### src/cdr_pkg.sv
package cdr_pkg;

    // ADC sample width
    localparam int NADC = 8;

    // Interleaved lanes delivered per clock
    localparam int NTI = 16;

    // Interpolator code width, sized to match the integer phase
    localparam int NPI = NADC + 2;

    // Number of interpolator outputs
    localparam int NOUT = 4;

    // Fraction bits carried by the loop accumulators
    localparam int PHASE_EST_SHIFT = 16;

    // Shift-gain field width
    localparam int GAIN_W = 4;

    // Loop held at zero this many cycles after reset
    localparam int SETTLE_CYCLES = 32;

    typedef logic signed [NADC-1:0] adc_sample_t;

    typedef logic signed [NADC+1:0] phase_err_t;

    // Integer phase on top, fraction below
    typedef logic signed [NADC+1+PHASE_EST_SHIFT:0] loop_acc_t;

    typedef logic [NPI-1:0] pi_code_t;

    typedef logic [GAIN_W-1:0] gain_t;

    // Run-time loop configuration
    typedef struct packed {
        gain_t      kp;
        gain_t      ki;
        gain_t      kr;
        phase_err_t pd_offset;
        logic       en_freq_est;
        logic       en_ramp_est;
        logic       en_ext_pi_ctl;
        pi_code_t   ext_pi_ctl;
    } cdr_cfg_t;

    // Loop state, live or captured
    typedef struct packed {
        pi_code_t  phase;
        loop_acc_t freq;
        loop_acc_t ramp;
    } cdr_snap_t;

endpackage

### src/cdr_snapshot.sv
`timescale 1ns/1ps

module cdr_snapshot (
    input  logic               clk,
    input  logic               ext_rstb,
    input  logic               sample_req_i,
    input  cdr_pkg::cdr_snap_t state_i,
    output cdr_pkg::cdr_snap_t snap_o
);

    typedef enum logic [1:0] {
        WAIT,
        READY,
        SAMPLE
    } sampler_state_t;

    sampler_state_t state_q;

    // Request must drop before a new capture is armed
    always_ff @(posedge clk or negedge ext_rstb) begin
        if (!ext_rstb) begin
            state_q <= WAIT;
            snap_o  <= '0;
        end else begin
            case (state_q)
                WAIT: begin
                    if (!sample_req_i) begin
                        state_q <= READY;
                    end
                end
                READY: begin
                    if (sample_req_i) begin
                        state_q <= SAMPLE;
                    end
                end
                SAMPLE: begin
                    snap_o  <= state_i;
                    state_q <= WAIT;
                end
                default: begin
                    state_q <= WAIT;
                end
            endcase
        end
    end

    a_snap_only_after_sample: assert property (@(posedge clk) disable iff (!ext_rstb)
        (snap_o != $past(snap_o)) |-> $past(state_q == SAMPLE));

endmodule

### src/cdr_top.sv
`timescale 1ns/1ps

module cdr_top (
    input  logic                 clk,
    input  logic                 ext_rstb,
    input  logic                 ramp_clock_i,
    input  cdr_pkg::adc_sample_t din_i [cdr_pkg::NTI],
    input  cdr_pkg::cdr_cfg_t    cfg_i,
    input  logic                 sample_req_i,
    output cdr_pkg::pi_code_t    pi_ctl_o [cdr_pkg::NOUT],
    output logic                 freq_lvl_cross_o,
    output cdr_pkg::cdr_snap_t   snap_o
);

    import cdr_pkg::*;

    phase_err_t pd_err;
    cdr_snap_t  loop_state;

    mm_pd u_mm_pd (
        .clk         (clk),
        .ext_rstb    (ext_rstb),
        .din_i       (din_i),
        .pd_offset_i (cfg_i.pd_offset),
        .pd_err_o    (pd_err)
    );

    mm_cdr u_mm_cdr (
        .clk              (clk),
        .ext_rstb         (ext_rstb),
        .ramp_clock_i     (ramp_clock_i),
        .pd_err_i         (pd_err),
        .cfg_i            (cfg_i),
        .pi_ctl_o         (pi_ctl_o),
        .freq_lvl_cross_o (freq_lvl_cross_o),
        .state_o          (loop_state)
    );

    cdr_snapshot u_cdr_snapshot (
        .clk          (clk),
        .ext_rstb     (ext_rstb),
        .sample_req_i (sample_req_i),
        .state_i      (loop_state),
        .snap_o       (snap_o)
    );

endmodule

### src/mm_cdr.sv
`timescale 1ns/1ps

module mm_cdr (
    input  logic                clk,
    input  logic                ext_rstb,
    input  logic                ramp_clock_i,
    input  cdr_pkg::phase_err_t pd_err_i,
    input  cdr_pkg::cdr_cfg_t   cfg_i,
    output cdr_pkg::pi_code_t   pi_ctl_o [cdr_pkg::NOUT],
    output logic                freq_lvl_cross_o,
    output cdr_pkg::cdr_snap_t  state_o
);

    import cdr_pkg::*;

    logic [$clog2(SETTLE_CYCLES)-1:0] settle_cnt;
    logic settled_q;
    logic ramp_ff;
    logic ramp_sync;

    phase_err_t phase_err_q;
    loop_acc_t  err_kp;
    loop_acc_t  err_ki;
    loop_acc_t  err_kr;

    loop_acc_t  ramp_pls_q;
    loop_acc_t  ramp_neg_q;
    loop_acc_t  ramp_pls_d;
    loop_acc_t  ramp_neg_d;

    loop_acc_t  freq_q;
    loop_acc_t  freq_d;
    loop_acc_t  freq_upd;
    loop_acc_t  prev_freq_upd_q;
    logic signed [$bits(loop_acc_t):0] freq_diff;

    loop_acc_t  phase_q;
    loop_acc_t  phase_d;
    loop_acc_t  phase_upd;
    logic signed [$bits(loop_acc_t):0] phase_sum;
    logic signed [$bits(loop_acc_t):0] up_lim;
    logic signed [$bits(loop_acc_t):0] dn_lim;
    pi_code_t   phase_int;

    // Settle counter, stops once the loop is released
    always_ff @(posedge clk or negedge ext_rstb) begin
        if (!ext_rstb) begin
            settle_cnt <= '0;
            settled_q  <= 1'b0;
        end else if (!settled_q) begin
            settle_cnt <= settle_cnt + 1'b1;
            settled_q  <= (settle_cnt == SETTLE_CYCLES - 1);
        end
    end

    always_comb begin
        err_kp = loop_acc_t'(phase_err_q) <<< cfg_i.kp;
        err_ki = loop_acc_t'(phase_err_q) <<< cfg_i.ki;
        err_kr = loop_acc_t'(phase_err_q) <<< cfg_i.kr;

        // Separate ramp estimates for each half of the ramp clock
        ramp_pls_d = '0;
        ramp_neg_d = '0;
        if (cfg_i.en_ramp_est) begin
            ramp_pls_d = ramp_sync ? ramp_pls_q + err_kr : ramp_pls_q;
            ramp_neg_d = ramp_sync ? ramp_neg_q : ramp_neg_q + err_kr;
        end

        freq_upd  = err_ki + (ramp_sync ? ramp_pls_q : -ramp_neg_q);
        freq_d    = cfg_i.en_freq_est ? freq_q + freq_upd : freq_q;
        freq_diff = freq_upd - prev_freq_upd_q;

        phase_upd = err_kp + freq_q;
        phase_sum = phase_q + phase_upd;
        up_lim    = ((phase_q >>> PHASE_EST_SHIFT) + 1) <<< PHASE_EST_SHIFT;
        dn_lim    = ((phase_q >>> PHASE_EST_SHIFT) - 1) <<< PHASE_EST_SHIFT;

        // Integer phase moves by one code at most, fraction kept
        if (phase_sum > up_lim) begin
            phase_d = phase_q + (1 << PHASE_EST_SHIFT);
        end else if (phase_sum < dn_lim) begin
            phase_d = phase_q - (1 << PHASE_EST_SHIFT);
        end else begin
            phase_d = phase_sum[$bits(loop_acc_t)-1:0];
        end
    end

    always_ff @(posedge clk or negedge ext_rstb) begin
        if (!ext_rstb) begin
            ramp_ff          <= 1'b0;
            ramp_sync        <= 1'b0;
            phase_err_q      <= '0;
            ramp_pls_q       <= '0;
            ramp_neg_q       <= '0;
            freq_q           <= '0;
            prev_freq_upd_q  <= '0;
            phase_q          <= '0;
            freq_lvl_cross_o <= 1'b0;
        end else begin
            ramp_ff          <= ramp_clock_i;
            ramp_sync        <= ramp_ff;
            phase_err_q      <= settled_q ? pd_err_i : '0;
            ramp_pls_q       <= settled_q ? ramp_pls_d : '0;
            ramp_neg_q       <= settled_q ? ramp_neg_d : '0;
            freq_q           <= settled_q ? freq_d : '0;
            prev_freq_upd_q  <= settled_q ? freq_upd : '0;
            phase_q          <= settled_q ? phase_d : '0;
            freq_lvl_cross_o <= (freq_diff > 0);
        end
    end

    assign phase_int = phase_q[PHASE_EST_SHIFT +: NPI];

    for (genvar k = 0; k < NOUT; k++) begin : g_pi_ctl
        assign pi_ctl_o[k] = cfg_i.en_ext_pi_ctl ? cfg_i.ext_pi_ctl : phase_int;
    end

    assign state_o = '{
        phase: phase_int,
        freq:  freq_q,
        ramp:  ramp_sync ? ramp_pls_q : ramp_neg_q
    };

    a_settle_zero: assert property (@(posedge clk) disable iff (!ext_rstb)
        !settled_q |=> (phase_q == '0 && freq_q == '0 &&
                        ramp_pls_q == '0 && ramp_neg_q == '0));

    // Wrap from the top code to zero counts as one step
    a_phase_step: assert property (@(posedge clk) disable iff (!ext_rstb)
        pi_code_t'(phase_int - $past(phase_int)) inside {'0, pi_code_t'(1), '1});

endmodule

### src/mm_pd.sv
`timescale 1ns/1ps

module mm_pd (
    input  logic                 clk,
    input  logic                 ext_rstb,
    input  cdr_pkg::adc_sample_t din_i [cdr_pkg::NTI],
    input  cdr_pkg::phase_err_t  pd_offset_i,
    output cdr_pkg::phase_err_t  pd_err_o
);

    import cdr_pkg::*;

    adc_sample_t last_q;
    logic signed [NADC+6:0] err_sum;

    // Last lane of this cycle pairs with lane 0 of the next one
    always_ff @(posedge clk or negedge ext_rstb) begin
        if (!ext_rstb) begin
            last_q <= '0;
        end else begin
            last_q <= din_i[NTI-1];
        end
    end

    always_comb begin
        adc_sample_t            prev;
        logic signed [NADC+1:0] term;
        err_sum = pd_offset_i;
        prev    = last_q;
        for (int i = 0; i < NTI; i++) begin
            // cur * sgn(prev) - prev * sgn(cur), zero counted as positive
            term = (prev[NADC-1] ? -din_i[i] : din_i[i])
                 - (din_i[i][NADC-1] ? -prev : prev);
            err_sum = err_sum + term;
            prev    = din_i[i];
        end
    end

    // Clip to the detector output range
    always_comb begin
        if (err_sum > (2 ** (NADC + 1) - 1)) begin
            pd_err_o = {1'b0, {(NADC + 1){1'b1}}};
        end else if (err_sum < -(2 ** (NADC + 1))) begin
            pd_err_o = {1'b1, {(NADC + 1){1'b0}}};
        end else begin
            pd_err_o = err_sum[NADC+1:0];
        end
    end

endmodule

### config.mk
export PLATFORM = sky130hd
export DESIGN_NAME = cdr_top
export DESIGN_NICKNAME = d
export VERILOG_FILES = /design/src/cdr_pkg.sv /design/src/cdr_snapshot.sv /design/src/cdr_top.sv /design/src/mm_cdr.sv /design/src/mm_pd.sv
export SDC_FILE = /design/constraint.sdc
export NUM_CORES = 2
export LEC_CHECK = 0
export ABC_CLOCK_PERIOD_IN_PS = 11600
export BUFFER_PORTS_ARGS = -buffer_cell sky130_fd_sc_hd__buf_4
export CAP_MARGIN = 10
export CELL_PAD_IN_SITES_DETAIL_PLACEMENT = 0
export CELL_PAD_IN_SITES_GLOBAL_PLACEMENT = 1
export CORE_MARGIN = 5
export CORE_UTILIZATION = 45
export CTS_CLUSTER_DIAMETER = 60
export DETAILED_ROUTE_END_ITERATION = 12
export PLACE_DENSITY = 0.83
export SETUP_SLACK_MARGIN = 0.4
export SYNTH_ARGS = -nofsm -noshare
export SYNTH_HDL_FRONTEND = slang
export SYNTH_SLANG_ARGS = --single-unit
### constraint.sdc
create_clock -name clk -period 11.6 [get_ports clk]
set_input_delay 1.16 -clock clk [delete_from_list [all_inputs] [get_ports clk]]
set_output_delay 1.16 -clock clk [all_outputs]
set_load 0.05 [all_outputs]
==> results by stage <==
Run status:
- The flow ran to the end, and the final reports show no timing, DRC or antenna violations.

Flow run:
- The tool flagged a number of max-cap violations equal to 0.

Timing:
- Setup violations remaining at the end of the flow were counted as 0.
- The maximum operating frequency is 99.3 MHz.
- The headroom to the max-slew limit is 0.250.
- The final period demand of the worst path is 10.07 ns.
- The count of final max-slew check failures is 0.
- The number of endpoints with negative hold slack in the final report is 0.
- In the finished design, the share of the clock period the worst path needs comes to 0.868.
- Setup repair after global routing left no endpoint under its margin.
- For the final database, setup skew stands at 0.0254 ns.
- The setup TNS is 0 ns.
- The slew at the pin with the worst max-slew slack is 1.12 ns.

Synthesis:
- The share of async-settable or async-resettable flops after synthesis is 1.00.
- Synthesis produced 4216 cells.
- The synthesized area per cell is 8.12 um2.
- The main flop type after synthesis is sky130_fd_sc_hd__dfrtp_1.
- After synthesis, the cell types taking the most area are sky130_fd_sc_hd__dfrtp_1, sky130_fd_sc_hd__ha_1, sky130_fd_sc_hd__fa_1.
- The largest area contributor in the synthesized netlist is sky130_fd_sc_hd__dfrtp_1.
- The number of flops mapped to enable cells by yosys is 0.
- The post-synthesis sequential element count is 221.
- For this run, the number of Yosys warnings is 0.
- The cell area after technology mapping is 0.0343 mm2.
- For this run, the register share of the synthesized area comes to 0.161.
- The net count of the mapped netlist is 4952.
- The count of different cell masters after synthesis is 92.
- Of the post-synthesis cell area, the dominant cell type holds 0.161.

Floorplan:
- The floorplan die area is 0.0817 mm2.
- The site row count is 101.
- The floorplan die width is 286 um.
- For this configuration, the core starts out at a cell density of 0.453.
- The number of I/O pins is 270.
- The total core area is 0.0757 mm2.
- The die is 286 um tall.

Placed design:
- The global placement routability congestion is 0.916.
- After legalization and detailed placement, the total HPWL measured 77500 um.
- The port buffer count is 269.

Clocking:
- In this run the number of H-tree levels came out at 1.
- The TritonCTS clock tree is built.
- The root buffer selected by CTS is sky130_fd_sc_hd__clkbuf_16.
- The clock passes through at most 3 buffers.
- In this run, CTS created clock tree buffers numbering 31.
- The number of buffers added for setup after CTS is 0.
- Clock latency on the worst-skew pair, taken at its later pin, is 0.60 ns.
- The clock drives 221 sinks.
- After clock tree synthesis, the flow added hold-fix buffers numbering 0.
- Gates resized during post-CTS repair numbered 0.
- Clock-pin slew was measured on the worst setup and hold paths at 0.07 ns.

Critical path:
- The arrival time at the worst endpoint is 10.51 ns.
- The critical path startpoint category is an input pin.
- The type of the setup path with the least slack is in2reg.
- At the worst endpoint, the required time is 12.04 ns.
- The largest stage delay on the critical path is 0.74 ns.
- The critical register-to-register path endpoint is u_mm_cdr.phase_err_q[8].
- The cell type of the slowest stage on the worst timing path is sky130_fd_sc_hd__o41ai_2.
- Along the worst path, the maximum fanout reaches 9.
- In this run the register-to-register setup slack is 1.90 ns.
- The family of cells with the greatest summed delay on the critical path is adder cells.
- The worst-case reg-to-reg path depth is 38.
- The startpoint identified for the worst register-to-register timing path is u_mm_pd.last_q[0].
- STA classifies the critical path endpoint as a flip-flop.
- The buffering stage count on the worst path with inverters included is 9.

Final layout:
- The number of nets at the end of the flow is 5106.
- Of the cells placed in the final design, the portion with a size suffix greater than 1 is 0.100.
- The area growth from synthesis to layout is 10.9%.

Route:
- In this run the remaining antenna-violating nets after routing total 0.
- The per-cell routed wire length is 17.5 um.
- The routed via count divided by cell count is 5.39.
- The remaining routing DRC violations is 0.
- The iteration-0 DRC count of the detailed router is 1792.
- Detailed routing inserted a total of 29000 vias.
- The pre-antenna-repair detailed-routing pass consisted of 5 iterations.
- For this block, the routed nets add up to 93900 um of wire.

GRT:
- For met1 alone, demand over resource in global routing was 0.300.
- In the global route stage, met2 resource usage came out at 0.386.
- The global-route wire length before repair is 151000 um.
- The number of global-route vias before repair is 28400.
- In the global route stage, met3 resource usage came out at 0.0262.
- The number of antenna violations at the first check in global routing is 12.
- The total routing resource utilization after global routing is 0.224.
- The remaining global-route overflow is 0.
- The pin count of the biggest net entering global routing is 109.
- The layer with the highest usage is met2.

Min path:
- The critical hold path startpoint is u_mm_cdr.ramp_ff.
- The worst hold path terminates at u_mm_cdr.ramp_sync.
- In this run the worst hold path is classified as reg2reg.
- The worst hold path stage count is 0.
[Yosys cell counts, drive strengths merged (61+ instances only)]
cell and count:
a21o 120, a21oi 282, clkbuf 108, dfrtp 221, fa 173, ha 396
inv 390, mux2 61, mux2i 91, nand2 434, nand2b 114, nor2 288
nor2b 72, nor3 61, o21ai 266, or3 81, xnor2 296, xor2 216
[worst register-to-register path, delay by kind of cell (launching register included)]
family | cells | cell delay [ns]
compound gates | 12 | 2.43
xor+xnor | 1 | 0.23
fa+ha+maj | 11 | 4.75
buf+inv | 8 | 0.49
flops | 1 | 0.42
simple gates | 6 | 1.20
[flip-flops by register name, indices dropped and copies added, names as in the netlist, 5 cells and up]
| signal | count |
|---|---|
| u_cdr_snapshot.snap_o | 62 |
| u_mm_cdr.freq_q | 26 |
| u_mm_cdr.phase_err_q | 10 |
| u_mm_cdr.phase_q | 26 |
| u_mm_cdr.prev_freq_upd_q | 26 |
| u_mm_cdr.ramp_neg_q | 26 |
| u_mm_cdr.ramp_pls_q | 26 |
| u_mm_cdr.settle_cnt | 5 |
| u_mm_pd.last_q | 8 |
[area by class of cell]
class	instances	area (um2)
Clock inverter	24	313
Antenna cell	8	20.0
Inverter	392	1470
Tap cell	978	1220
Clock buffer	34	807
Fill cell	7277	37700
Timing Repair Buffer	279	2100
Multi-Input combinational cell	3445	26500
Sequential cell	221	5530
[metal layers]
layer / vias up / share of wire
li1: 14700 / -
met1: 13600 / 0.46
met2: 529 / 0.47
met3: 123 / 0.042
met4: 6 / 0.027
met5: - / 0.00043
[cells in the final DEF, fill, tap and decap left out, types with 37 or more instances in the layout]
cell type and n:
sky130_fd_sc_hd__buf_4 278, sky130_fd_sc_hd__nor2b_1 72, sky130_fd_sc_hd__nand2b_1 113, sky130_fd_sc_hd__o21ai_0 255
sky130_fd_sc_hd__mux2_2 59, sky130_fd_sc_hd__fa_1 173, sky130_fd_sc_hd__nor2_1 287, sky130_fd_sc_hd__o21bai_1 43
sky130_fd_sc_hd__a21oi_1 281, sky130_fd_sc_hd__dfrtp_1 220, sky130_fd_sc_hd__xnor2_1 296, sky130_fd_sc_hd__and2_1 42
sky130_fd_sc_hd__ha_1 396, sky130_fd_sc_hd__xor2_1 216, sky130_fd_sc_hd__nor3_1 60, sky130_fd_sc_hd__or3_1 79
sky130_fd_sc_hd__mux2i_1 91, sky130_fd_sc_hd__inv_1 389, sky130_fd_sc_hd__a21o_1 119, sky130_fd_sc_hd__o21a_1 57
sky130_fd_sc_hd__nand2_1 434, sky130_fd_sc_hd__nand3_1 37
[cell families (layout without fill, tap and decap cells)]
logic type | count (synthesis) | after routing | share of synthesized area
and+or+nand+nor | 1214 | 1214 | 0.168
AOI/OAI and AO/OA | 995 | 995 | 0.181
adders and majority gates | 569 | 569 | 0.246
buffers and inverters | 550 | 729 | 0.0648
xor gates and xnor gates | 512 | 512 | 0.131
DFF | 221 | 221 | 0.161
muxes | 155 | 155 | 0.0486
other | 0 | 8 | 0
[through the flow]
stage / instances / utilization / area, um2 / hold WS, ns / setup slack, ns
2_1_floorplan: 4216 / - / 34300 / 0.331 / 1.65
3_3_place_gp: 5315 / 0.487 / 36800 / 0.405 / 1.20
3_5_place_dp: 5315 / 0.487 / 36800 / 0.390 / 0.993
4_1_cts: 5373 / 0.502 / 38000 / 0.408 / 1.61
5_1_grt: 5377 / 0.502 / 38000 / 0.406 / 1.13
6_report: 5381 / 0.502 / 38000 / 0.387 / 1.53
[worst max path at each step]
stage               start                 endpoint  cells past startpoint
2_1_floorplan  din_i[127]  u_mm_cdr.phase_err_q[4]                     34
3_3_place_gp   din_i[112]  u_mm_cdr.phase_err_q[6]                     37
3_5_place_dp   din_i[112]  u_mm_cdr.phase_err_q[8]                     37
4_1_cts        din_i[112]  u_mm_cdr.phase_err_q[0]                     37
5_1_grt        din_i[112]  u_mm_cdr.phase_err_q[0]                     37
6_report       din_i[112]  u_mm_cdr.phase_err_q[8]                     37
Power is not shown: default switching activity piles up to over one toggle a cycle in this logic, so the estimate is an artifact.
